--- config.mk ---
export PLATFORM = sky130hd
export DESIGN_NAME = target_writeback
export DESIGN_NICKNAME = d
export VERILOG_FILES = /design/src/source/cpu_alu_pkg.sv /design/src/source/cpu_isa_pkg.sv /design/src/source/target_writeback.sv
export SDC_FILE = /design/constraint.sdc
export NUM_CORES = 1
export LEC_CHECK = 0
export BUFFER_PORTS_ARGS = -buffer_cell sky130_fd_sc_hd__buf_2
export CAP_MARGIN = 20
export CELL_PAD_IN_SITES_DETAIL_PLACEMENT = 1
export CELL_PAD_IN_SITES_GLOBAL_PLACEMENT = 1
export CORE_ASPECT_RATIO = 2
export CORE_MARGIN = 10
export CORE_UTILIZATION = 45
export CTS_CLUSTER_DIAMETER = 40
export DETAILED_ROUTE_END_ITERATION = 7
export GPL_TIMING_DRIVEN = 0
export PLACE_DENSITY = 0.81
export RECOVER_POWER = 100
export SLEW_MARGIN = 20
export SYNTH_ARGS = -nofsm -noshare
export SYNTH_HDL_FRONTEND = slang
export SYNTH_SLANG_ARGS = --single-unit
--- constraint.sdc ---
create_clock -name CPU -period 4.85 [get_ports CPU]
set_input_delay 0.97 -clock CPU [delete_from_list [all_inputs] [get_ports CPU]]
set_output_delay 0.97 -clock CPU [all_outputs]
set_load 0.03 [all_outputs]
--- src/source/cpu_alu_pkg.sv ---
// ALU data types and operations
`default_nettype none

package cpu_alu_pkg;

    // one data byte
    typedef logic [7:0] word_t;

    // two bytes forming a 16-bit address
    typedef struct packed {
        word_t hi;
        word_t lo;
    } word_pair_t;

    // 5-bit ALU operation, unused codes give zero
    typedef enum logic [4:0] {
        op_a               = 5'd0,
        op_b               = 5'd1,
        op_b_plus_1        = 5'd2,
        op_a_plus_b        = 5'd3,
        op_a_plus_b_plus_c = 5'd4,
        op_a_minus_b       = 5'd5,
        op_a_and_b         = 5'd6,
        op_a_or_b          = 5'd7,
        op_a_xor_b         = 5'd8,
        op_not_b           = 5'd9,
        op_zero            = 5'd10
    } alu_op_e;

    // status flags, c is the top bit
    typedef struct packed {
        logic c;
        logic z;
        logic o;
        logic n;
        logic gt;
        logic lt;
        logic eq;
        logic ne;
    } flags_t;

endpackage

`default_nettype wire
--- src/source/cpu_isa_pkg.sv ---
// microcode instruction format
`default_nettype none

package cpu_isa_pkg;

    // write target of an instruction
    typedef enum logic [4:0] {
        tdev_rega     = 5'd0,
        tdev_regb     = 5'd1,
        tdev_regc     = 5'd2,
        tdev_regd     = 5'd3,
        tdev_marlo    = 5'd4,
        tdev_marhi    = 5'd5,
        tdev_ram      = 5'd6,
        tdev_uart     = 5'd7,
        tdev_pchitmp  = 5'd8,
        tdev_pc       = 5'd9,
        tdev_halt     = 5'd10,
        tdev_not_used = 5'd11
    } targ_dev_e;

    // A bus sources, not_used reads as zero
    typedef enum logic [3:0] {
        adev_rega     = 4'd0,
        adev_regb     = 4'd1,
        adev_regc     = 4'd2,
        adev_regd     = 4'd3,
        adev_not_used = 4'd4
    } adev_e;

    // B bus sources
    typedef enum logic [3:0] {
        bdev_rega  = 4'd0,
        bdev_regb  = 4'd1,
        bdev_regc  = 4'd2,
        bdev_regd  = 4'd3,
        bdev_immed = 4'd4,
        bdev_ram   = 4'd5,
        bdev_marlo = 4'd6,
        bdev_marhi = 4'd7
    } bdev_e;

    // execute condition, tested against stored flags
    typedef enum logic [3:0] {
        cond_a  = 4'd0,
        cond_c  = 4'd1,
        cond_z  = 4'd2,
        cond_o  = 4'd3,
        cond_n  = 4'd4,
        cond_gt = 4'd5,
        cond_lt = 4'd6,
        cond_eq = 4'd7,
        cond_ne = 4'd8
    } cond_e;

    // immediate view of the operand
    typedef struct packed {
        cpu_alu_pkg::word_t unused_hi;
        cpu_alu_pkg::word_t immed;
    } imm_t;

    // operand is either a direct address or an immediate byte
    typedef union packed {
        cpu_alu_pkg::word_pair_t direct_addr;
        imm_t                    imm;
    } operand_u;

    // 48-bit horizontal control word
    typedef struct packed {
        cpu_alu_pkg::alu_op_e alu_op;
        targ_dev_e            targ_dev;
        adev_e                adev;
        bdev_e                bdev;
        cond_e                condition;
        logic                 set_flags;
        logic                 cond_inv;
        logic                 addr_direct;
        logic [6:0]           pad;
        operand_u             operand;
    } instr_t;

    // decoded word in the execute stage
    typedef struct packed {
        logic                 valid;
        cpu_alu_pkg::alu_op_e alu_op;
        targ_dev_e            targ_dev;
        adev_e                adev;
        bdev_e                bdev;
        cond_e                condition;
        logic                 set_flags;
        logic                 cond_inv;
        logic                 addr_direct;
        operand_u             operand;
    } ctl_t;

endpackage

`default_nettype wire

--- src/source/target_writeback.sv ---
// non-register target writes
`timescale 1ns/1ps
`default_nettype none

module target_writeback #(
    parameter int RAM_ADDR_W = 6
) (
    input  wire logic               CPU,
    input  wire logic               _RESET_SWITCH,
    input  wire cpu_isa_pkg::ctl_t  ctl,
    input  wire logic               exec_en,
    input  wire cpu_alu_pkg::word_t result,
    output cpu_alu_pkg::word_pair_t mar,
    output cpu_alu_pkg::word_t      ram_rd,
    output logic                    jump,
    output cpu_alu_pkg::word_pair_t jump_addr,
    output logic                    halt_req,
    output logic                    uart_valid,
    output cpu_alu_pkg::word_t      uart_data,
    output logic                    halted,
    output cpu_alu_pkg::word_t      halt_code
);

    cpu_alu_pkg::word_t ram [2**RAM_ADDR_W];

    cpu_alu_pkg::word_pair_t addr16;
    logic [RAM_ADDR_W-1:0]   ram_addr;
    cpu_alu_pkg::word_t      pchitmp_q;

    ////////////////////////////////////////
    // RAM addressing
    ////////////////////////////////////////

    // direct mode takes the address from the operand
    assign addr16   = ctl.addr_direct ? ctl.operand.direct_addr : mar;
    assign ram_addr = addr16[RAM_ADDR_W-1:0];
    assign ram_rd   = ram[ram_addr];

    // MAR halves and RAM
    always_ff @(posedge CPU) begin
        if (exec_en) begin
            case (ctl.targ_dev)
                cpu_isa_pkg::tdev_marlo: mar.lo <= result;
                cpu_isa_pkg::tdev_marhi: mar.hi <= result;
                cpu_isa_pkg::tdev_ram:   ram[ram_addr] <= result;
                default: ;
            endcase
        end
    end

    ////////////////////////////////////////
    // jump and halt
    ////////////////////////////////////////

    always_ff @(posedge CPU) begin
        if (_RESET_SWITCH) begin
            pchitmp_q <= '0;
        end else if (exec_en && ctl.targ_dev == cpu_isa_pkg::tdev_pchitmp) begin
            pchitmp_q <= result;
        end
    end

    assign jump      = exec_en && ctl.targ_dev == cpu_isa_pkg::tdev_pc;
    assign jump_addr = {pchitmp_q, result};
    assign halt_req  = exec_en && ctl.targ_dev == cpu_isa_pkg::tdev_halt;

    always_ff @(posedge CPU) begin
        if (_RESET_SWITCH) begin
            halted <= 1'b0;
        end else if (halt_req) begin
            halted <= 1'b1;
        end
    end

    always_ff @(posedge CPU) begin
        if (halt_req) begin
            halt_code <= result;
        end
    end

    ////////////////////////////////////////
    // UART output
    ////////////////////////////////////////

    // one-cycle strobe after the writing edge
    always_ff @(posedge CPU) begin
        if (_RESET_SWITCH) begin
            uart_valid <= 1'b0;
        end else begin
            uart_valid <= exec_en && ctl.targ_dev == cpu_isa_pkg::tdev_uart;
        end
    end

    always_ff @(posedge CPU) begin
        if (exec_en && ctl.targ_dev == cpu_isa_pkg::tdev_uart) begin
            uart_data <= result;
        end
    end

endmodule

`default_nettype wire

==> metrics.md, run 1 <==
| Metric | Value |
|---|---|
| Status | complete, but fails checks |
| Failing checks | setup timing |
| DR DRC count | 0 |
| Die area | 0.0576 mm² |
| EDFF count, synth | 544 |
| Ports | 113 |
| Synth-to-Final Area Change | 17.4% |
| Flops & latches, synth | 554 |
| DRT Wirelength | 81700 µm |
| Chip Width | 175 µm |
| Share of cells above drive strength 1 | 19.0% |
| Period Utilization, post-route | 102% |
| Worst hold slack | 0.472 ns |
| Main area contributors after synthesis | edfxtp_1 (76%), nand2_1 (3.5%), mux4_2 (3.5%) |
| Via Count | 14200 |
| Num CTS Buffers | 47 |
| Overall power | 0.0102 W |
| Layout filler cell count | 4595 |
| Max_cap viols | 0 |
| Vias in the first global route | 15000 |
| Synthesized area | 0.0216 mm² |
| Wire per inst | 37.4 µm |
| Tightest Pin Transition | 1.44 ns |
| Final setup vio count | 5 |
| Cells after synthesis | 1362 |
| CTS Root Cell | clkbuf_16 |
| Die Span Y | 330 µm |
| Critical Path RT | 3.88 ns |
| Peak supply drop | 318 µV |
| Post-DP HPWL | 53500 µm |
| Biggest area consumer among synthesized cells | edfxtp_1 |
| HP Class | flip-flop to flip-flop |
| Htree depth | 2 |
| Synth Net Count | 1415 |
| Fmax | 0.202 GHz |
| Core box area | 0.0475 mm² |
| Unique masters post-synth | 46 |
| DP Worst Slack | -1.61 ns |
| Clk slew on worst S/H paths | 0.06 ns |
| Starting density of the core | 45.4% |
| Final hold vios | 0 |
| Worst-path maximum fanout | 10 |
| Yosys warns | 0 |
| Sequential fraction of the synthesis area | 76.6% |
| CP arrival | 3.97 ns |
| Slew Limit Fails | 0 |
| Setup CP Type | input port to output port |
| CP Launch Type | input port |
| Final nets | 1571 |
| Largest net degree at the start of global routing | 71 |
| Top FF cell, synth | edfxtp_1 |
| Placer Congestion | 1.01 |
| Mean Syn Cell Area | 15.8 µm² |
| Leakage power | 8.37 nW |
| GRT Total Usage | 28.0% |
| First-pass GRT wire length | 113000 µm |
| Initial DRC count | 1821 |
| Skew final | 0.0220 ns |
| Placed Area | 0.0228 mm² |
| Yosys top cell area share | 75.7% |
| Initial antenna violation count | 0 |
| Post-layout minimum cycle time | 4.94 ns |
| Site Rows | 113 |
| CTS sink count | 554 |
| Final Cell Area | 0.0253 mm² |
| PD cells | 404 mW/mm² |
| Most frequent cell after synthesis | edfxtp_1 |
| Commonest cells post-synth | edfxtp_1 (544), nand2_1 (204), nor2_1 (98), a21oi_1 (75), nand3_1 (54) |
| CTS tree | done |
| Longest Clk Path Bufs | 3 |
| Routed Antenna Nets | 0 |
| Port Buf Inserts | 80 |
| Setup ws final | -0.0913 ns |
| DR vias/cell | 6.50 |
| Ys async rst share | 0% |
| DRT Pass-1 Iters | 5 |
| Skew-Pair Late Insertion Delay | 0.60 ns |
| Grt total ovfl | 0 |
| Setup TNS | -0.274 ns |
| CP endpoint kind | output port |
| Rel. slew slack | 3.98% |
critical path, cell delays in order:
cell      delay [ns]
buf_12          0.13
mux2_4          0.33
buf_12          0.18
buf_8           0.18
buf_8           0.18
a21oi_4         0.14
o21ai_2         0.09
a222oi_1        0.79
o22ai_1         0.21
or4_4           0.57
buf_6           0.17
state kept, by name, summed over array words and instances, names as in the netlist:
| signal | cells |
|---|---|
| uart_data | 8 |
| pchitmp_q | 8 |
| halted | 1 |
| uart_valid | 1 |
| ram | 512 |
| halt_code | 8 |
| mar | 16 |
worst paths after layout:
check,slack [ns],end,cells past startpoint,start
max,-0.09,ram_rd[7],11,ctl[16]
min,0.47,halted,2,halted
max reg2reg,0.57,ram[12][7],9,mar[1]
min reg2reg,0.47,halted,2,halted
through the flow:
stage	cells	utilization (%)
6_report	2188	53.3
3_5_place_dp	2076	48.1
3_3_place_gp	2074	47.9
4_1_cts	2180	53.0
5_1_grt	2187	53.3
2_1_floorplan	1362	-
cell type report:
cell class	instances	area, µm²	area share (%)
multi-input combinational	723	4840	19.1
antenna	1	2.50	0.00988
buffer	84	850	3.35
clock inverter	29	364	1.44
sequential	554	16500	65.3
tap	632	791	3.12
timing repair buffer	108	646	2.55
clock buffer	57	1310	5.16
layer usage:
layer  up-vias  GRT usage (%)  part of all wire [%]  wire length (µm)
met5         -              0                     0                 0
met4         0           25.2                    10              8150
met3       328           6.35                   9.2              7550
met2      1065           46.7                    49             40100
met1      7220           29.0                    32             25900
li1       5599              -                     -                 -
power by group:
part	switching (W)	total, W	leakage [nW]	internal, W
Clock	0.00180	0.00416	0.821	0.00236
Combinational	0.000578	0.000824	2.58	0.000246
Sequential	0.00000186	0.00526	4.97	0.00525
Total	0.00238	0.0102	8.37	0.00786
placed cells by master, fill, tap and decap left out, types with 4 or more instances in the layout:
master,instances
nor3_1,13
buf_4,44
nand4_1,4
a221oi_1,7
a211oi_1,26
clkinv_2,12
a211o_1,4
bufinv_16,8
a22o_1,7
nor2_1,90
buf_12,16
nand3_1,54
o21ai_0,27
and3_1,8
clkbuf_2,4
a21oi_1,73
a31oi_1,6
clkbuf_16,49
dfxtp_1,10
clkinvlp_4,4
clkbuf_8,10
edfxtp_1,544
nor2_2,5
mux2i_1,38
a22oi_1,19
mux2_2,5
mux2i_4,5
buf_2,29
clkbuf_1,59
buf_6,13
and2_1,5
nand2_1,202
a222oi_1,6
o22a_1,5
a311oi_1,5
buf_8,4
mux4_2,36
clkbuf_4,18
o22ai_1,17
timing repair:
action                     CTS  global route
pin swaps                    7            11
gates cloned                 0             0
setup endpoints to repair  403             7
setup buffers               18             8
resized for setup          193            51
hold buffers                 0             0
logic make-up after synthesis:
family	share of synthesized area [%]
DFF	76.6
AOI/OAI and AO/OA	6.84
and+or+nand+nor	7.93
buffers and inverters	1.93
muxes	6.68
Note: power is estimated with default switching activity, not from simulation.
==> inputs of run 2 (changes only) <==
--- a/config.mk
+++ b/config.mk
@@ -17,6 +17,7 @@
 export GPL_TIMING_DRIVEN = 0
 export PLACE_DENSITY = 0.81
 export RECOVER_POWER = 100
+export SKIP_CTS_REPAIR_TIMING = 1
 export SLEW_MARGIN = 20
 export SYNTH_ARGS = -nofsm -noshare
 export SYNTH_HDL_FRONTEND = slang
==> run 2 against run 1 <==
  * The flow still finishes with violations (setup timing)
  * Setup slack got worse by 0.083 ns
  * Global-route usage decreased by 0.41 points
  * Via count up 0.49%
  * Register-to-register slack better by 0.10 ns
  * Clock-buffer cell count did not move
  * Flip-flop and latch count unchanged
==> metrics.md, run 2 (synthesized netlist as in run 1, its figures left out) <==
| Metric | Value |
|---|---|
| Most common cell after layout, fill and taps aside | edfxtp_1 |
| DRT Pass-1 Iters | 6 (+1) |
| Critical Path RT | 3.88 ns (about the same) |
| R2R Path End | ram[8][7] |
| Top Usage Layer GRT | met2 |
| Skew final | 0.0185 ns (-0.00349 ns) |
| Largest net degree at the start of global routing | 71 (unchanged) |
| GR Util met1 | 28.8% (-0.26 points) |
| Sequential power share | 51.3% (about the same) |
| CP arrival | 4.05 ns (+0.08 ns) |
| Largest Register | ram |
| Final Cell Area | 0.0254 mm² (+0.20%) |
| Placed Cells | 2076 (unchanged) |
| Period Utilization, post-route | 104% (+1.7 points) |
| Setup slack, reg-to-reg | 0.67 ns (+0.10 ns) |
| Largest regs | ram (512), mar (16) |
| Port Buf Inserts | 80 (unchanged) |
| Final hold vios | 0 (unchanged) |
| CP Launch Type | input port |
| First-pass GRT wire length | 111000 µm (-1.2%) |
| RSZ-0062 raised after global routing | true |
| CTS Root Cell | clkbuf_16 |
| Vias in the first global route | 14900 (-0.64%) |
| Fin cells | 2200 (+0.55%) |
| Failing checks | setup timing |
| CP endpoint kind | output port |
| Clk slew on worst S/H paths | 0.06 ns (about the same) |
| Final nets | 1584 (+0.83%) |
| Peak supply drop | 319 µV (+0.32%) |
| Combinational Power Share | 8.1% (about the same) |
| GR Util met2 | 45.8% (-0.81 points) |
| Skew-Pair Late Insertion Delay | 0.61 ns (about the same) |
| PD cells | 404 mW/mm² (-0.11%) |
| GRT Total Usage | 27.6% (-0.41 points) |
| Leakage power | 8.44 nW (+0.89%) |
| Core box area | 0.0475 mm² (unchanged) |
| Int Pwr | 0.00786 W (about the same) |
| Via Count | 14300 (+0.49%) |
| Max reg flops | 512 (unchanged) |
| Rel. slew slack | 24.8% (+21 points) |
| Num CTS Buffers | 47 (unchanged) |
| Chip Width | 175 µm (unchanged) |
| CTS sink count | 554 (unchanged) |
| Final setup vio count | 8 (+3) |
| Post-DP HPWL | 53500 µm (unchanged) |
| Htree depth | 2 (unchanged) |
| Sw frac | 23.3% (+0.056 points) |
| Total net switching power | 0.00239 W (+0.34%) |
| Site Rows | 113 (unchanged) |
| Die area | 0.0576 mm² (unchanged) |
| Wire per inst | 37.3 µm (about the same) |
| Initial antenna violation count | 1 (+1) |
| HP Class | flip-flop to flip-flop |
| Overall power | 0.0102 W (about the same) |
| Setup CP Type | input port to output port |
| Longest Clk Path Bufs | 3 (unchanged) |
| Starting density of the core | 45.4% (unchanged) |
| Hold Path End | halted |
| Most frequent cells in the layout | edfxtp_1 (544), nand2_1 (202), nor2_1 (91) |
| Clock share of power | 40.6% (about the same) |
| Routed Antenna Nets | 0 (unchanged) |
| Status | complete, but fails checks |
| Min-Delay Startpoint | halted |
| R2R cell count | 9 (unchanged) |
| CTS tree | done |
| Ports | 113 (unchanged) |
| WHS Path Cells | 2 (unchanged) |
| DR DRC count | 0 (unchanged) |
| Placed Area | 0.0228 mm² (unchanged) |
| Fmax | 0.199 GHz (-1.6%) |
| Share of cells above drive strength 1 | 20.0% (+0.99 points) |
| Initial DRC count | 1854 (+1.8%) |
| Placer Congestion | 1.01 (unchanged) |
| Grt total ovfl | 0 (unchanged) |
| Setup TNS | -0.658 ns (-0.384 ns) |
| DRT Wirelength | 82100 µm (+0.49%) |
| Slew Limit Fails | 0 (unchanged) |
| Die Span Y | 330 µm (unchanged) |
| Diode count | 0 (-1) |
| Max_cap viols | 0 (unchanged) |
| DR vias/cell | 6.49 (about the same) |
| Reg-to-Reg Start | mar[1] |
| Tightest Pin Transition | 1.12 ns (-0.311 ns) |
| Post-layout minimum cycle time | 5.02 ns (+0.0826 ns) |
| Setup ws final | -0.174 ns (-0.0826 ns) |
| Worst-path maximum fanout | 10 (unchanged) |
| Synth-to-Final Area Change | 17.6% |
| GRT met3 Usage | 6.28% (-0.069 points) |
[run 2: cell type report]
type | count | area (µm²)
Buffer | 85 | 769
Clock buffer | 57 | 1310
Multi-Input combinational cell | 723 | 4840
Sequential cell | 554 | 16500
Fill cell | 4584 | 22100
Tap cell | 632 | 791
Clock inverter | 29 | 364
Timing Repair Buffer | 120 | 783
[run 2: layer usage]
layer  routed length, µm  share of wire, %
met5                  15             0.018
met4                8990                11
met3                8000               9.7
met2               39800                49
met1               25300                31
[run 2: critical path, cell delays in order]
cell,delay [ns]
buf_12,0.13
mux2_4,0.33
buf_8,0.19
nand2_2,0.23
nor2_2,0.19
buf_2,0.32
a222oi_1,0.76
o22ai_1,0.21
or4_4,0.56
buf_6,0.17
[run 2: power groups by stage]
stage / Combinational, W / Clock (W) / Sequential [W]
after floorplan: 0.000312 / 0 / 0.00537
after global placement: 0.000668 / 0 / 0.00536
after detailed placement: 0.000690 / 0 / 0.00536
after CTS: 0.000695 / 0.00415 / 0.00526
after global routing: 0.000837 / 0.00434 / 0.00525
final: 0.000829 / 0.00416 / 0.00526
[run 2: metrics by stage]
stage	hold WS, ns	setup slack (ns)	util (%)
floorplan	0.605	0.461	-
global placement	0.451	-2.15	47.9
detailed placement	0.462	-1.61	48.1
CTS	0.479	-1.68	51.6
global route	0.546	-0.121	53.4
finish	0.472	-0.174	53.4
[run 2: how the worst max path moves through the flow]
stage                  from        end  slack, ns  cells past startpoint
global placement    ctl[16]  ram_rd[2]      -2.15                     11
detailed placement  ctl[16]  ram_rd[2]      -1.61                     10
finish              ctl[16]  ram_rd[7]      -0.17                     10
global route        ctl[16]  ram_rd[7]      -0.12                     12
floorplan           ctl[16]  ram_rd[4]       0.46                     11
CTS                 ctl[16]  ram_rd[2]      -1.68                     10
