[config.mk]
export PLATFORM = sky130hd
export DESIGN_NAME = alu_datapath
export DESIGN_NICKNAME = d
export VERILOG_FILES = /design/src/source/cpu_alu_pkg.sv /design/src/source/cpu_isa_pkg.sv /design/src/source/alu_datapath.sv
export SDC_FILE = /design/constraint.sdc
export NUM_CORES = 1
export LEC_CHECK = 0
export ABC_AREA = 1
export BUFFER_PORTS_ARGS = -buffer_cell sky130_fd_sc_hd__buf_2
export CORE_AREA = 2 2 103 80
export CTS_BUF_LIST = sky130_fd_sc_hd__clkbuf_8 sky130_fd_sc_hd__clkbuf_16
export DETAILED_ROUTE_END_ITERATION = 8
export DIE_AREA = 0 0 105 82
export PLACE_DENSITY_LB_ADDON = 0.15
export SYNTH_ARGS = -nofsm -noshare
export SYNTH_HDL_FRONTEND = slang
export SYNTH_SLANG_ARGS = --single-unit
[constraint.sdc]
create_clock -name CPU -period 6.5 [get_ports CPU]
set_input_delay 1.95 -clock CPU [delete_from_list [all_inputs] [get_ports CPU]]
set_output_delay 1.95 -clock CPU [all_outputs]
set_load 0.03 [all_outputs]
[src/source/cpu_alu_pkg.sv]
// ALU data types and operations
`default_nettype none

package cpu_alu_pkg;

    // one data byte
    typedef logic [7:0] word_t;

    // two bytes forming a 16-bit address
    typedef struct packed {
        word_t hi;
        word_t lo;
    } word_pair_t;

    // 5-bit ALU operation, unused codes give zero
    typedef enum logic [4:0] {
        op_a               = 5'd0,
        op_b               = 5'd1,
        op_b_plus_1        = 5'd2,
        op_a_plus_b        = 5'd3,
        op_a_plus_b_plus_c = 5'd4,
        op_a_minus_b       = 5'd5,
        op_a_and_b         = 5'd6,
        op_a_or_b          = 5'd7,
        op_a_xor_b         = 5'd8,
        op_not_b           = 5'd9,
        op_zero            = 5'd10
    } alu_op_e;

    // status flags, c is the top bit
    typedef struct packed {
        logic c;
        logic z;
        logic o;
        logic n;
        logic gt;
        logic lt;
        logic eq;
        logic ne;
    } flags_t;

endpackage

`default_nettype wire
[src/source/cpu_isa_pkg.sv]
// microcode instruction format
`default_nettype none

package cpu_isa_pkg;

    // write target of an instruction
    typedef enum logic [4:0] {
        tdev_rega     = 5'd0,
        tdev_regb     = 5'd1,
        tdev_regc     = 5'd2,
        tdev_regd     = 5'd3,
        tdev_marlo    = 5'd4,
        tdev_marhi    = 5'd5,
        tdev_ram      = 5'd6,
        tdev_uart     = 5'd7,
        tdev_pchitmp  = 5'd8,
        tdev_pc       = 5'd9,
        tdev_halt     = 5'd10,
        tdev_not_used = 5'd11
    } targ_dev_e;

    // A bus sources, not_used reads as zero
    typedef enum logic [3:0] {
        adev_rega     = 4'd0,
        adev_regb     = 4'd1,
        adev_regc     = 4'd2,
        adev_regd     = 4'd3,
        adev_not_used = 4'd4
    } adev_e;

    // B bus sources
    typedef enum logic [3:0] {
        bdev_rega  = 4'd0,
        bdev_regb  = 4'd1,
        bdev_regc  = 4'd2,
        bdev_regd  = 4'd3,
        bdev_immed = 4'd4,
        bdev_ram   = 4'd5,
        bdev_marlo = 4'd6,
        bdev_marhi = 4'd7
    } bdev_e;

    // execute condition, tested against stored flags
    typedef enum logic [3:0] {
        cond_a  = 4'd0,
        cond_c  = 4'd1,
        cond_z  = 4'd2,
        cond_o  = 4'd3,
        cond_n  = 4'd4,
        cond_gt = 4'd5,
        cond_lt = 4'd6,
        cond_eq = 4'd7,
        cond_ne = 4'd8
    } cond_e;

    // immediate view of the operand
    typedef struct packed {
        cpu_alu_pkg::word_t unused_hi;
        cpu_alu_pkg::word_t immed;
    } imm_t;

    // operand is either a direct address or an immediate byte
    typedef union packed {
        cpu_alu_pkg::word_pair_t direct_addr;
        imm_t                    imm;
    } operand_u;

    // 48-bit horizontal control word
    typedef struct packed {
        cpu_alu_pkg::alu_op_e alu_op;
        targ_dev_e            targ_dev;
        adev_e                adev;
        bdev_e                bdev;
        cond_e                condition;
        logic                 set_flags;
        logic                 cond_inv;
        logic                 addr_direct;
        logic [6:0]           pad;
        operand_u             operand;
    } instr_t;

    // decoded word in the execute stage
    typedef struct packed {
        logic                 valid;
        cpu_alu_pkg::alu_op_e alu_op;
        targ_dev_e            targ_dev;
        adev_e                adev;
        bdev_e                bdev;
        cond_e                condition;
        logic                 set_flags;
        logic                 cond_inv;
        logic                 addr_direct;
        operand_u             operand;
    } ctl_t;

endpackage

`default_nettype wire

[src/source/alu_datapath.sv]
// register file, ALU and flags
`timescale 1ns/1ps
`default_nettype none

module alu_datapath (
    input  wire logic                    CPU,
    input  wire logic                    _RESET_SWITCH,
    input  wire cpu_isa_pkg::ctl_t       ctl,
    input  wire cpu_alu_pkg::word_pair_t mar,
    input  wire cpu_alu_pkg::word_t      ram_rd,
    output logic                         exec_en,
    output cpu_alu_pkg::word_t           result
);

    cpu_alu_pkg::word_t regs [4];

    cpu_alu_pkg::word_t a_bus;
    cpu_alu_pkg::word_t b_bus;
    cpu_alu_pkg::word_t add_x;
    cpu_alu_pkg::word_t add_y;
    logic               add_cin;
    logic               arith;
    logic [8:0]         sum;
    cpu_alu_pkg::flags_t alu_flags;
    cpu_alu_pkg::flags_t flags_q;
    logic               cond_hit;

    ////////////////////////////////////////
    // bus selection
    ////////////////////////////////////////

    always_comb begin
        case (ctl.adev)
            cpu_isa_pkg::adev_rega: a_bus = regs[0];
            cpu_isa_pkg::adev_regb: a_bus = regs[1];
            cpu_isa_pkg::adev_regc: a_bus = regs[2];
            cpu_isa_pkg::adev_regd: a_bus = regs[3];
            default:                a_bus = '0;
        endcase
    end

    always_comb begin
        case (ctl.bdev)
            cpu_isa_pkg::bdev_rega:  b_bus = regs[0];
            cpu_isa_pkg::bdev_regb:  b_bus = regs[1];
            cpu_isa_pkg::bdev_regc:  b_bus = regs[2];
            cpu_isa_pkg::bdev_regd:  b_bus = regs[3];
            cpu_isa_pkg::bdev_immed: b_bus = ctl.operand.imm.immed;
            cpu_isa_pkg::bdev_ram:   b_bus = ram_rd;
            cpu_isa_pkg::bdev_marlo: b_bus = mar.lo;
            cpu_isa_pkg::bdev_marhi: b_bus = mar.hi;
            default:                 b_bus = '0;
        endcase
    end

    ////////////////////////////////////////
    // ALU
    ////////////////////////////////////////

    // one shared adder, subtract is a + ~b + 1 so c set means no borrow
    always_comb begin
        add_x   = a_bus;
        add_y   = b_bus;
        add_cin = 1'b0;
        arith   = 1'b0;
        result  = '0;
        case (ctl.alu_op)
            cpu_alu_pkg::op_a:        result = a_bus;
            cpu_alu_pkg::op_b:        result = b_bus;
            cpu_alu_pkg::op_b_plus_1: begin
                add_x   = b_bus;
                add_y   = '0;
                add_cin = 1'b1;
                arith   = 1'b1;
            end
            cpu_alu_pkg::op_a_plus_b: arith = 1'b1;
            cpu_alu_pkg::op_a_plus_b_plus_c: begin
                add_cin = flags_q.c;
                arith   = 1'b1;
            end
            cpu_alu_pkg::op_a_minus_b: begin
                add_y   = ~b_bus;
                add_cin = 1'b1;
                arith   = 1'b1;
            end
            cpu_alu_pkg::op_a_and_b:  result = a_bus & b_bus;
            cpu_alu_pkg::op_a_or_b:   result = a_bus | b_bus;
            cpu_alu_pkg::op_a_xor_b:  result = a_bus ^ b_bus;
            cpu_alu_pkg::op_not_b:    result = ~b_bus;
            default:                  result = '0;
        endcase
        sum = {1'b0, add_x} + {1'b0, add_y} + {8'd0, add_cin};
        if (arith) begin
            result = sum[7:0];
        end
    end

    always_comb begin
        alu_flags.c  = arith & sum[8];
        // signed overflow: like signs in, different sign out
        alu_flags.o  = arith & (add_x[7] == add_y[7]) & (sum[7] != add_x[7]);
        alu_flags.z  = (result == '0);
        alu_flags.n  = result[7];
        alu_flags.gt = (a_bus > b_bus);
        alu_flags.lt = (a_bus < b_bus);
        alu_flags.eq = (a_bus == b_bus);
        alu_flags.ne = (a_bus != b_bus);
    end

    ////////////////////////////////////////
    // condition and flags
    ////////////////////////////////////////

    always_comb begin
        case (ctl.condition)
            cpu_isa_pkg::cond_a:  cond_hit = 1'b1;
            cpu_isa_pkg::cond_c:  cond_hit = flags_q.c;
            cpu_isa_pkg::cond_z:  cond_hit = flags_q.z;
            cpu_isa_pkg::cond_o:  cond_hit = flags_q.o;
            cpu_isa_pkg::cond_n:  cond_hit = flags_q.n;
            cpu_isa_pkg::cond_gt: cond_hit = flags_q.gt;
            cpu_isa_pkg::cond_lt: cond_hit = flags_q.lt;
            cpu_isa_pkg::cond_eq: cond_hit = flags_q.eq;
            cpu_isa_pkg::cond_ne: cond_hit = flags_q.ne;
            default:              cond_hit = 1'b0;
        endcase
    end

    assign exec_en = ctl.valid & (cond_hit ^ ctl.cond_inv);

    always_ff @(posedge CPU) begin
        if (_RESET_SWITCH) begin
            flags_q <= '0;
        end else if (exec_en && ctl.set_flags) begin
            flags_q <= alu_flags;
        end
    end

    // register targets share their low code bits with the index
    always_ff @(posedge CPU) begin
        if (exec_en && ctl.targ_dev <= cpu_isa_pkg::tdev_regd) begin
            regs[ctl.targ_dev[1:0]] <= result;
        end
    end

endmodule

`default_nettype wire

==> results of run 1 <==
==> state kept, by name, indices dropped and copies added (netlist names) <==
name,flops
flags_q,8
regs,32
==> final cells by class <==
type,count,area (sq um),share of cell area (%)
Clock buffer,5,68.8,1.29
Clock inverter,3,18.8,0.352
Inverter,72,275,5.16
Multi-Input combinational cell,463,2810,52.6
Sequential cell,40,1120,21.0
Tap cell,105,131,2.46
Timing Repair Buffer,131,913,17.1
==> layout by cell type (no fill, tap or decap), types with 3 or more instances in the layout <==
master    synthesis  routed
inv_2             7      12
nand3_1         100      93
ha_1             31      31
inv_1            65      59
nand2_1         133     120
nor2_1           58      50
nand4_1          10      10
nor2_2           15      21
buf_6             6       4
o211ai_1          3       3
nand3b_1          6       6
dfxtp_1           8       8
edfxtp_1         32      32
nand2_2          15      24
o21ai_2           1       3
clkbuf_8          0       5
a21oi_2           1       5
a21oi_1          17      13
nand3_2          13      20
nor2_4           12      15
buf_2             1      59
o21ai_1           4       8
buf_4             2      62
nor3_1            6       5
o21ai_0          19      12
nand2_4           2       6
==> cells by family after synthesis <==
family | after synthesis | synth area share, %
compound gates | 52 | 7.16
xor+xnor | 1 | 0.213
fa+ha+maj | 33 | 10.4
buf+inv | 86 | 9.17
flops | 40 | 27.3
simple gates | 376 | 45.8
==> worst paths after layout <==
kind,startpoint,endpoint,cells past startpoint
worst max register to register,regs[0][0],regs[2][4],17
worst min register to register,flags_q[3],flags_q[3],2
worst min-delay path,flags_q[3],flags_q[3],2
worst max-delay path,ctl[25],result[6],21
==> per-stage QoR <==
stage | utilization [%] | std cells
after floorplan | - | 588
after global placement | 63.2 | 792
after detailed placement | 63.2 | 792
after CTS | 64.6 | 800
after global routing | 69.9 | 819
final | 69.9 | 819
==> metal layers <==
layer,track usage (%),wire length (um),vias to the layer above
li1,-,-,2209
met3,2.54,991,14
met5,0,0,-
met1,40.2,5820,2071
met2,45.4,5470,198
met4,4.53,94,0
==> timing repair <==
item | CTS | global route
endpoints found under the setup margin | 5 | 7
buffers inserted | 0 | 16
gates resized for setup | 7 | 81
gates cloned | 0 | 3
pin swaps | 2 | 32
==> critical path, cell delays in order <==
cell and delay [ns]:
buf_8 0.11, inv_6 0.06, nor2_4 0.05, buf_4 0.14
buf_12 0.12, buf_4 0.15, nand3_1 0.08, nand2_2 0.07
nor2_4 0.14, nand2_4 0.08, nand2_1 0.07, o21ai_0 0.12
ha_1 0.39, inv_2 0.06, o21ai_1 0.14, nand2_1 0.10
a31oi_2 0.16, nor2_1 0.08, nor2_2 0.13, inv_1 0.07
buf_4 0.17
==> power groups by stage <==
stage               Combinational [W]  Sequential [W]  Clock, W
global placement             0.000210        0.000288         0
global route                 0.000276        0.000283  0.000169
CTS                          0.000220        0.000282  0.000157
detailed placement           0.000217        0.000288         0
finish                       0.000252        0.000282  0.000156
floorplan                    0.000138        0.000287         0
==> results.yml, run 1 <==
run_status:
  status: "completed"
sta:
  hold_viol_final: 0
  holdWs_ns: 0.470
  relSlewSlack_pct: 16.7
  maxSlewViolCount: 0
  setup_tns_ns: 0
  rsz0062_at_grt: "yes"
  min_period_over_period_pct: 98.6
  period_minus_slack_ns: 6.41
  layout_setup_ws_ns: 0.0890
  setup_violations: 0
  worst_pin_slew_ns: 1.24
  fmax_ghz: 0.156
  finClkSkew_ns: 0.00426
floorplan:
  start_util_pct: 53.8
  core_area_sq_um: 7640
  die_h_um: 82
  rows: 28
  die_w_um: 105
  dieArea_sq_um: 8610
  io-pin-count: 77
placement:
  placed_cell_area_sq_um: 4830
  port_buffers: 67
  gp_congestion: 0.909
  dp.final_hpwl_um: 9490
  preCtsSetupSlack_ns: -0.118
final_layout:
  antennaDiodeCount: 0
  post-route-cell-area_sq_um: 5340
  syn2layout_area_growth_pct: 29.8
  n_fill_cell: 637
  drive_gt1_share_pct: 35.9
  final_nets: 814
power:
  power_density_nw_per_um2: 129
  leakagePower_nw: 2.65
  p_total_w: 0.000690
  power_frac_comb_pct: 36.5
  switchingPower_w: 0.000235
  power_switching_share_pct: 34.1
  peakVddDrop_v: 0.000164
  pwr-share-clk_pct: 22.6
  power_frac_seq_pct: 40.9
  internal_power_w: 0.000455
global_route:
  grt_max_degree: 23
  grt_antenna_before_repair: 0
  gr-usage-all-layers_pct: 27.6
  grt_pass1_wl_um: 18800
  grt-ovfl-total: 0
  first_global_vias: 3887
route:
  drcViolationCount: 0
  routedWlPerCell_um: 15.1
  ant_nets: 0
  vias_per_cell: 5.48
  dr.pass1.iters: 5
  drt_wl_total_um: 12400
  drtIter0Drc: 453
  vias: 4492
clocking:
  clk_latency_ns: 0.28
  h-tree-depth: 2
  clock_path_buffers: 2
  clkTransAtPathRegs_ns: 0.08
  ctsRootBufferMaster: "clkbuf_8"
  hold_buffers: 0
  cts_tree: "done"
  cts_buffers: 5
  numClockSinks: 40
logic_synthesis:
  syn_nets: 689
  yosysTopAreaCell: "edfxtp_1"
  yosysTopAreaCellShare_pct: 23.4
  yosysSeqAreaShare_pct: 27.3
  synthArstFlopShare_pct: 0
  avgSynthCellArea_sq_um: 6.99
  yosys_warnings: 0
  synth_area_sq_um: 4110
  synthTopCellsByCount: "nand2_1, nand3_1, inv_1, nor2_1, edfxtp_1"
  syn_inst: 588
  synth_area_leaders: "edfxtp_1, nand3_1, nand2_1"
  synth_flop_cell: "edfxtp_1"
  ys_ff_latch: 40
  synth_cell_types: 39
  synth_edf_count: 32
  post-synth-top-count-cell: "nand2_1"
setup_path:
  required_ns: 4.55
  reg2reg_slack_ns: 3.62
  path_max_fanout: 7
  start_kind: "input pin"
  critical_path_class: "in -> out"
  cp-end-kind: "primary output"
  cp_data_arrival_time_ns: 4.46
job:
  maxCapViolCount: 0
hold_path:
  hp-class: "reg -> reg"
Note: power is estimated with default switching activity, not from simulation.
==> run 2, diff against run 1 <==
Settings changed: CORE_AREA 2 2 103 80 to 2 2 139 107, DIE_AREA 0 0 105 82 to 0 0 141 109, SETUP_SLACK_MARGIN from default to 0.2.
==> run 2 against run 1 <==
First-iteration DRC count shrank 44%; sequential power is essentially flat; critical path depth shrank 2; die area grew 79%; cell count grew 13%; global-route usage shrank 9.7 points; critical path type unchanged; highest routed layer unchanged.
==> results.yml, run 2 (same netlist as run 1, synthesis figures left out) <==
clocking:
  h-tree-depth: 2
  cts_buffers: 5
  numClockSinks: 40
  ctsRootBufferMaster: "clkbuf_16"
  hold_buffers: 0
  clk_latency_ns: 0.28
  clkTransAtPathRegs_ns: 0.06
  clock_path_buffers: 2
  cts_tree: "done"
power:
  power_switching_share_pct: 31.8
  leakagePower_nw: 2.89
  switchingPower_w: 0.000277
  power_frac_comb_pct: 34.9
  p_total_w: 0.000870
  power_frac_seq_pct: 32.5
  internal_power_w: 0.000593
  pwr-share-clk_pct: 32.6
  power_density_nw_per_um2: 144
  peakVddDrop_v: 0.000132
setup_path:
  start_kind: "input pin"
  path_common_cell: "inv_2"
  crit_path_top_delay_cell: "fa_2"
  slowest_delay_ns: 0.41
  cp-end-kind: "primary output"
  cp_data_arrival_time_ns: 4.46
  ff2ff_path_depth: 18
  required_ns: 4.55
  path_cells: "buf_12 -> buf_6 -> nor2_4 -> nand3_2 -> nand2_2 -> nor2_4 -> nand2_4 -> nand2_2 -> o21ai_2 -> fa_2 -> inv_2 -> fa_2 -> inv_2 -> nand4_1 -> a31oi_4 -> nor2_2 -> nor2_2 -> inv_2 -> buf_6"
  path_max_fanout: 4
  critical_path_class: "in -> out"
global_route:
  grt_antenna_before_repair: 0
  first_global_vias: 4100
  grt_pass1_wl_um: 21500
  grt_max_degree: 20
  gr-usage-all-layers_pct: 17.9
  grt-ovfl-total: 0
floorplan:
  dieArea_sq_um: 15400
  core_area_sq_um: 14100
  rows: 38
  start_util_pct: 29.1
  die_w_um: 141
  io-pin-count: 77
  die_h_um: 109
sta:
  fmax_ghz: 0.156
  rsz0062_at_grt: "yes"
  finClkSkew_ns: 0.00847
  maxSlewViolCount: 0
  min_period_over_period_pct: 98.6
  setup_violations: 0
  worst_pin_slew_ns: 0.851
  period_minus_slack_ns: 6.41
  hold_viol_final: 0
  relSlewSlack_pct: 42.9
placement:
  dp.final_hpwl_um: 10800
  gp_congestion: 0.906
  port_buffers: 67
final_layout:
  final_nets: 842
  antennaDiodeCount: 0
  largest_register_ffs: 32
  final_cell_mix: "nand2_1, nand3_1, buf_4"
  syn2layout_area_growth_pct: 47.2
  final_common_cell: "nand2_1"
  postLayoutCoreUtil_pct: 42.8
  drive_gt1_share_pct: 43.1
route:
  vias_per_cell: 4.93
  ant_nets: 0
  routedWlPerCell_um: 15.5
  drt_wl_total_um: 14300
  drtIter0Drc: 253
  drcViolationCount: 0
  dr.pass1.iters: 5
  vias: 4546
run_status:
  status: "completed"
job:
  maxCapViolCount: 0
hold_path:
  hp-class: "reg -> reg"
  whs_path_depth: 2
## run 2: metrics by stage
step / TNS [ns] / instances / setup slack (ns) / instance area [sq um] / hold slack [ns]
6_report: 0 / 922 / 0.0905 / 6050 / 0.473
5_1_grt: -0.0608 / 922 / -0.0549 / 6050 / 0.493
4_1_cts: 0 / 899 / 0.168 / 5430 / 0.476
3_5_place_dp: -0.649 / 883 / -0.232 / 5060 / 0.462
3_3_place_gp: -0.461 / 883 / -0.177 / 5060 / 0.463
2_1_floorplan: 0 / 588 / 0.222 / 4110 / 0.441
## run 2: power by group through the flow
stage / clock [W] / combinational [W] / sequential [W]
3_3_place_gp: 0 / 0.000233 / 0.000288
3_5_place_dp: 0 / 0.000236 / 0.000288
6_report: 0.000284 / 0.000304 / 0.000283
2_1_floorplan: 0 / 0.000138 / 0.000287
5_1_grt: 0.000299 / 0.000330 / 0.000283
4_1_cts: 0.000287 / 0.000253 / 0.000282
## run 2: cell type report
cell class | instances | area (sq um)
Timing Repair Buffer | 160 | 1210
Clock inverter | 3 | 47.5
Multi-Input combinational cell | 462 | 3040
Tap cell | 180 | 225
Sequential cell | 40 | 1120
Inverter | 72 | 274
Clock buffer | 5 | 125
Fill cell | 1422 | 8070
## run 2: routing by layer
layer | track usage [%] | part of all wire (%) | up-vias
li1 | - | - | 2271
met1 | 26.9 | 50 | 2103
met2 | 27.4 | 42 | 161
met3 | 2.68 | 6.6 | 11
met4 | 3.29 | 0.83 | 0
met5 | 0 | 0 | -
## run 2: what timing repair did
item                                    CTS  global route
resized for setup                        46           113
buffers inserted                          8            21
cloned                                    0             2
endpoints found under the hold margin     0             0
endpoints found under the setup margin    7             8
pin swaps                                11            68
## run 2: critical path, delay by kind of cell
| kind | cells | cell delay, ns |
|---|---|---|
| adders and majority gates | 2 | 0.66 |
| and+or+nand+nor | 9 | 0.97 |
| buffers and inverters | 6 | 0.54 |
| AOI/OAI and AO/OA | 2 | 0.33 |
## run 2: path summary, 6_finish.rpt
path / endpoint / from / slack, ns
max reg2reg: flags_q[7] / regs[2][0] / 3.51
min: flags_q[4] / flags_q[4] / 0.47
min reg2reg: flags_q[4] / flags_q[4] / 0.47
max: result[6] / ctl[24] / 0.09
==> run 3, diff against run 2 <==
Settings changed: CTS_BUF_LIST sky130_fd_sc_hd__clkbuf_8 sky130_fd_sc_hd__clkbuf_16 to default, SKIP_CTS_REPAIR_TIMING from default to 1.
==> run 3 against run 2 <==
Non-clock buffer count fell by 13; clock power barely moved; setup slack improved by 0.061 ns; largest cell class unchanged; total power fell by 1.2%; design area fell by 1.5%; highest routed layer unchanged; die area did not move; clock skew rose by 0.00079 ns.
==> results.yml, run 3 (same netlist as run 1, synthesis figures left out) <==
run_status:
  status: "completed"
sta:
  rsz0062_at_grt: "yes"
  worst_pin_slew_ns: 0.881
  hold_viol_final: 0
  relSlewSlack_pct: 40.9
  maxSlewViolCount: 0
  setup_violations: 0
  finClkSkew_ns: 0.00926
  setup_tns_ns: 0
  fmax_ghz: 0.158
  period_minus_slack_ns: 6.35
  min_period_over_period_pct: 97.7
setup_path:
  slowest_delay_ns: 0.36
  path_cells: "buf_6 -> buf_6 -> nor2_4 -> buf_6 -> buf_12 -> nand3_2 -> nand2_2 -> nor2_4 -> nand2_4 -> nand2_2 -> o21ai_2 -> inv_1 -> fa_2 -> inv_2 -> nand2_2 -> a21oi_2 -> nor2_2 -> o21ai_1 -> a21oi_1 -> nor2_1 -> inv_1 -> buf_6"
  start_kind: "input pin"
  required_ns: 4.55
  path_delay_family: "buffers and inverters"
  crit_path_top_delay_cell: "fa_2"
  cp_data_arrival_time_ns: 4.40
  critPathBufInv: 8
  cp-end-kind: "primary output"
  path_max_fanout: 4
  path_common_cell: "buf_6"
  critical_path_class: "in -> out"
global_route:
  first_global_vias: 4000
  grt_pass1_wl_um: 21000
  grt_max_degree: 20
  gr-usage-all-layers_pct: 17.6
  grt_antenna_before_repair: 0
  grt-ovfl-total: 0
floorplan:
  rows: 38
  die_w_um: 141
  io-pin-count: 77
  start_util_pct: 29.1
  dieArea_sq_um: 15400
  die_h_um: 109
  core_area_sq_um: 14100
power:
  power_density_nw_per_um2: 144
  power_frac_seq_pct: 32.8
  internal_power_w: 0.000586
  switchingPower_w: 0.000274
  power_frac_comb_pct: 34.0
  peakVddDrop_v: 0.000133
  power_switching_share_pct: 31.9
  pwr-share-clk_pct: 33.2
  leakagePower_nw: 2.81
route:
  dr.pass1.iters: 5
  drtIter0Drc: 298
  wl_met2_um: 5810
  drcViolationCount: 0
  routedWlPerCell_um: 15.6
  vias: 4487
  ant_nets: 0
  vias_per_cell: 4.94
  wl_met1_um: 7090
  highest_layer: "met4"
  drt_wl_total_um: 14100
  dr_wl_met3_um: 1100
job:
  maxCapViolCount: 0
clocking:
  numClockSinks: 40
  clock_path_buffers: 2
  ctsRootBufferMaster: "clkbuf_16"
  h-tree-depth: 2
  clkTransAtPathRegs_ns: 0.06
  cts_tree: "done"
  clk_latency_ns: 0.29
  cts_buffers: 5
final_layout:
  antennaDiodeCount: 0
  fin_cells: 909
  syn2layout_area_growth_pct: 44.9
  multi_input_area_sq_um: 3030
  drive_gt1_share_pct: 42.0
  final_nets: 829
  largest_register_ffs: 32
  seq_area_sq_um: 1120
  final_cell_mix: "nand2_1, nand3_1, buf_4"
  n_fill_cell: 1429
  final_common_cell: "nand2_1"
placement:
  gp_congestion: 0.906
  port_buffers: 67
  dp.final_hpwl_um: 10800
  placedCellCount: 883
hold_path:
  hp-class: "reg -> reg"
## run 3: through the flow
stage	utilization (%)	setup WS [ns]	total power, W	hold WS (ns)	cell area [sq um]
after floorplan	-	0.222	0.000426	0.441	4110
after global placement	35.8	-0.177	0.000521	0.463	5060
after detailed placement	35.8	-0.232	0.000524	0.462	5060
after CTS	37.1	-0.268	0.000807	0.476	5230
after global routing	42.2	-0.0415	0.000901	0.493	5960
final	42.2	0.152	0.000860	0.474	5960
## run 3: worst paths after layout
path	from	cells after the start	slack (ns)	endpoint
max	ctl[25]	22	0.15	result[4]
min	flags_q[4]	2	0.47	flags_q[4]
max reg2reg	regs[2][0]	17	3.65	regs[3][4]
min reg2reg	flags_q[4]	2	0.47	flags_q[4]
## run 3: final cells by class
cell class	count	area share, %
Sequential cell	40	18.8
Tap cell	180	3.78
Timing Repair Buffer	147	19.0
Inverter	72	4.60
Clock buffer	5	2.10
Multi-Input combinational cell	462	50.9
Clock inverter	3	0.798
## run 3: worst min-delay path, cell delays in order (launching register included)
cell and delay [ns]:
dfxtp_1 0.31, nand2_1 0.06, a21oi_1 0.06
## run 3: routing by layer
| metal | vias to the layer above | track usage (%) |
|---|---|---|
| li1 | 2238 | - |
| met1 | 2058 | 26.8 |
| met4 | 0 | 3.21 |
| met5 | - | 0 |
| met3 | 13 | 2.33 |
| met2 | 178 | 26.7 |
## run 3: power by group through the flow
stage               clock [W]  combinational, W  sequential [W]
floorplan                   0          0.000138        0.000287
global placement            0          0.000233        0.000288
detailed placement          0          0.000236        0.000288
CTS                  0.000287          0.000238        0.000282
global route         0.000299          0.000319        0.000283
finish               0.000285          0.000292        0.000283
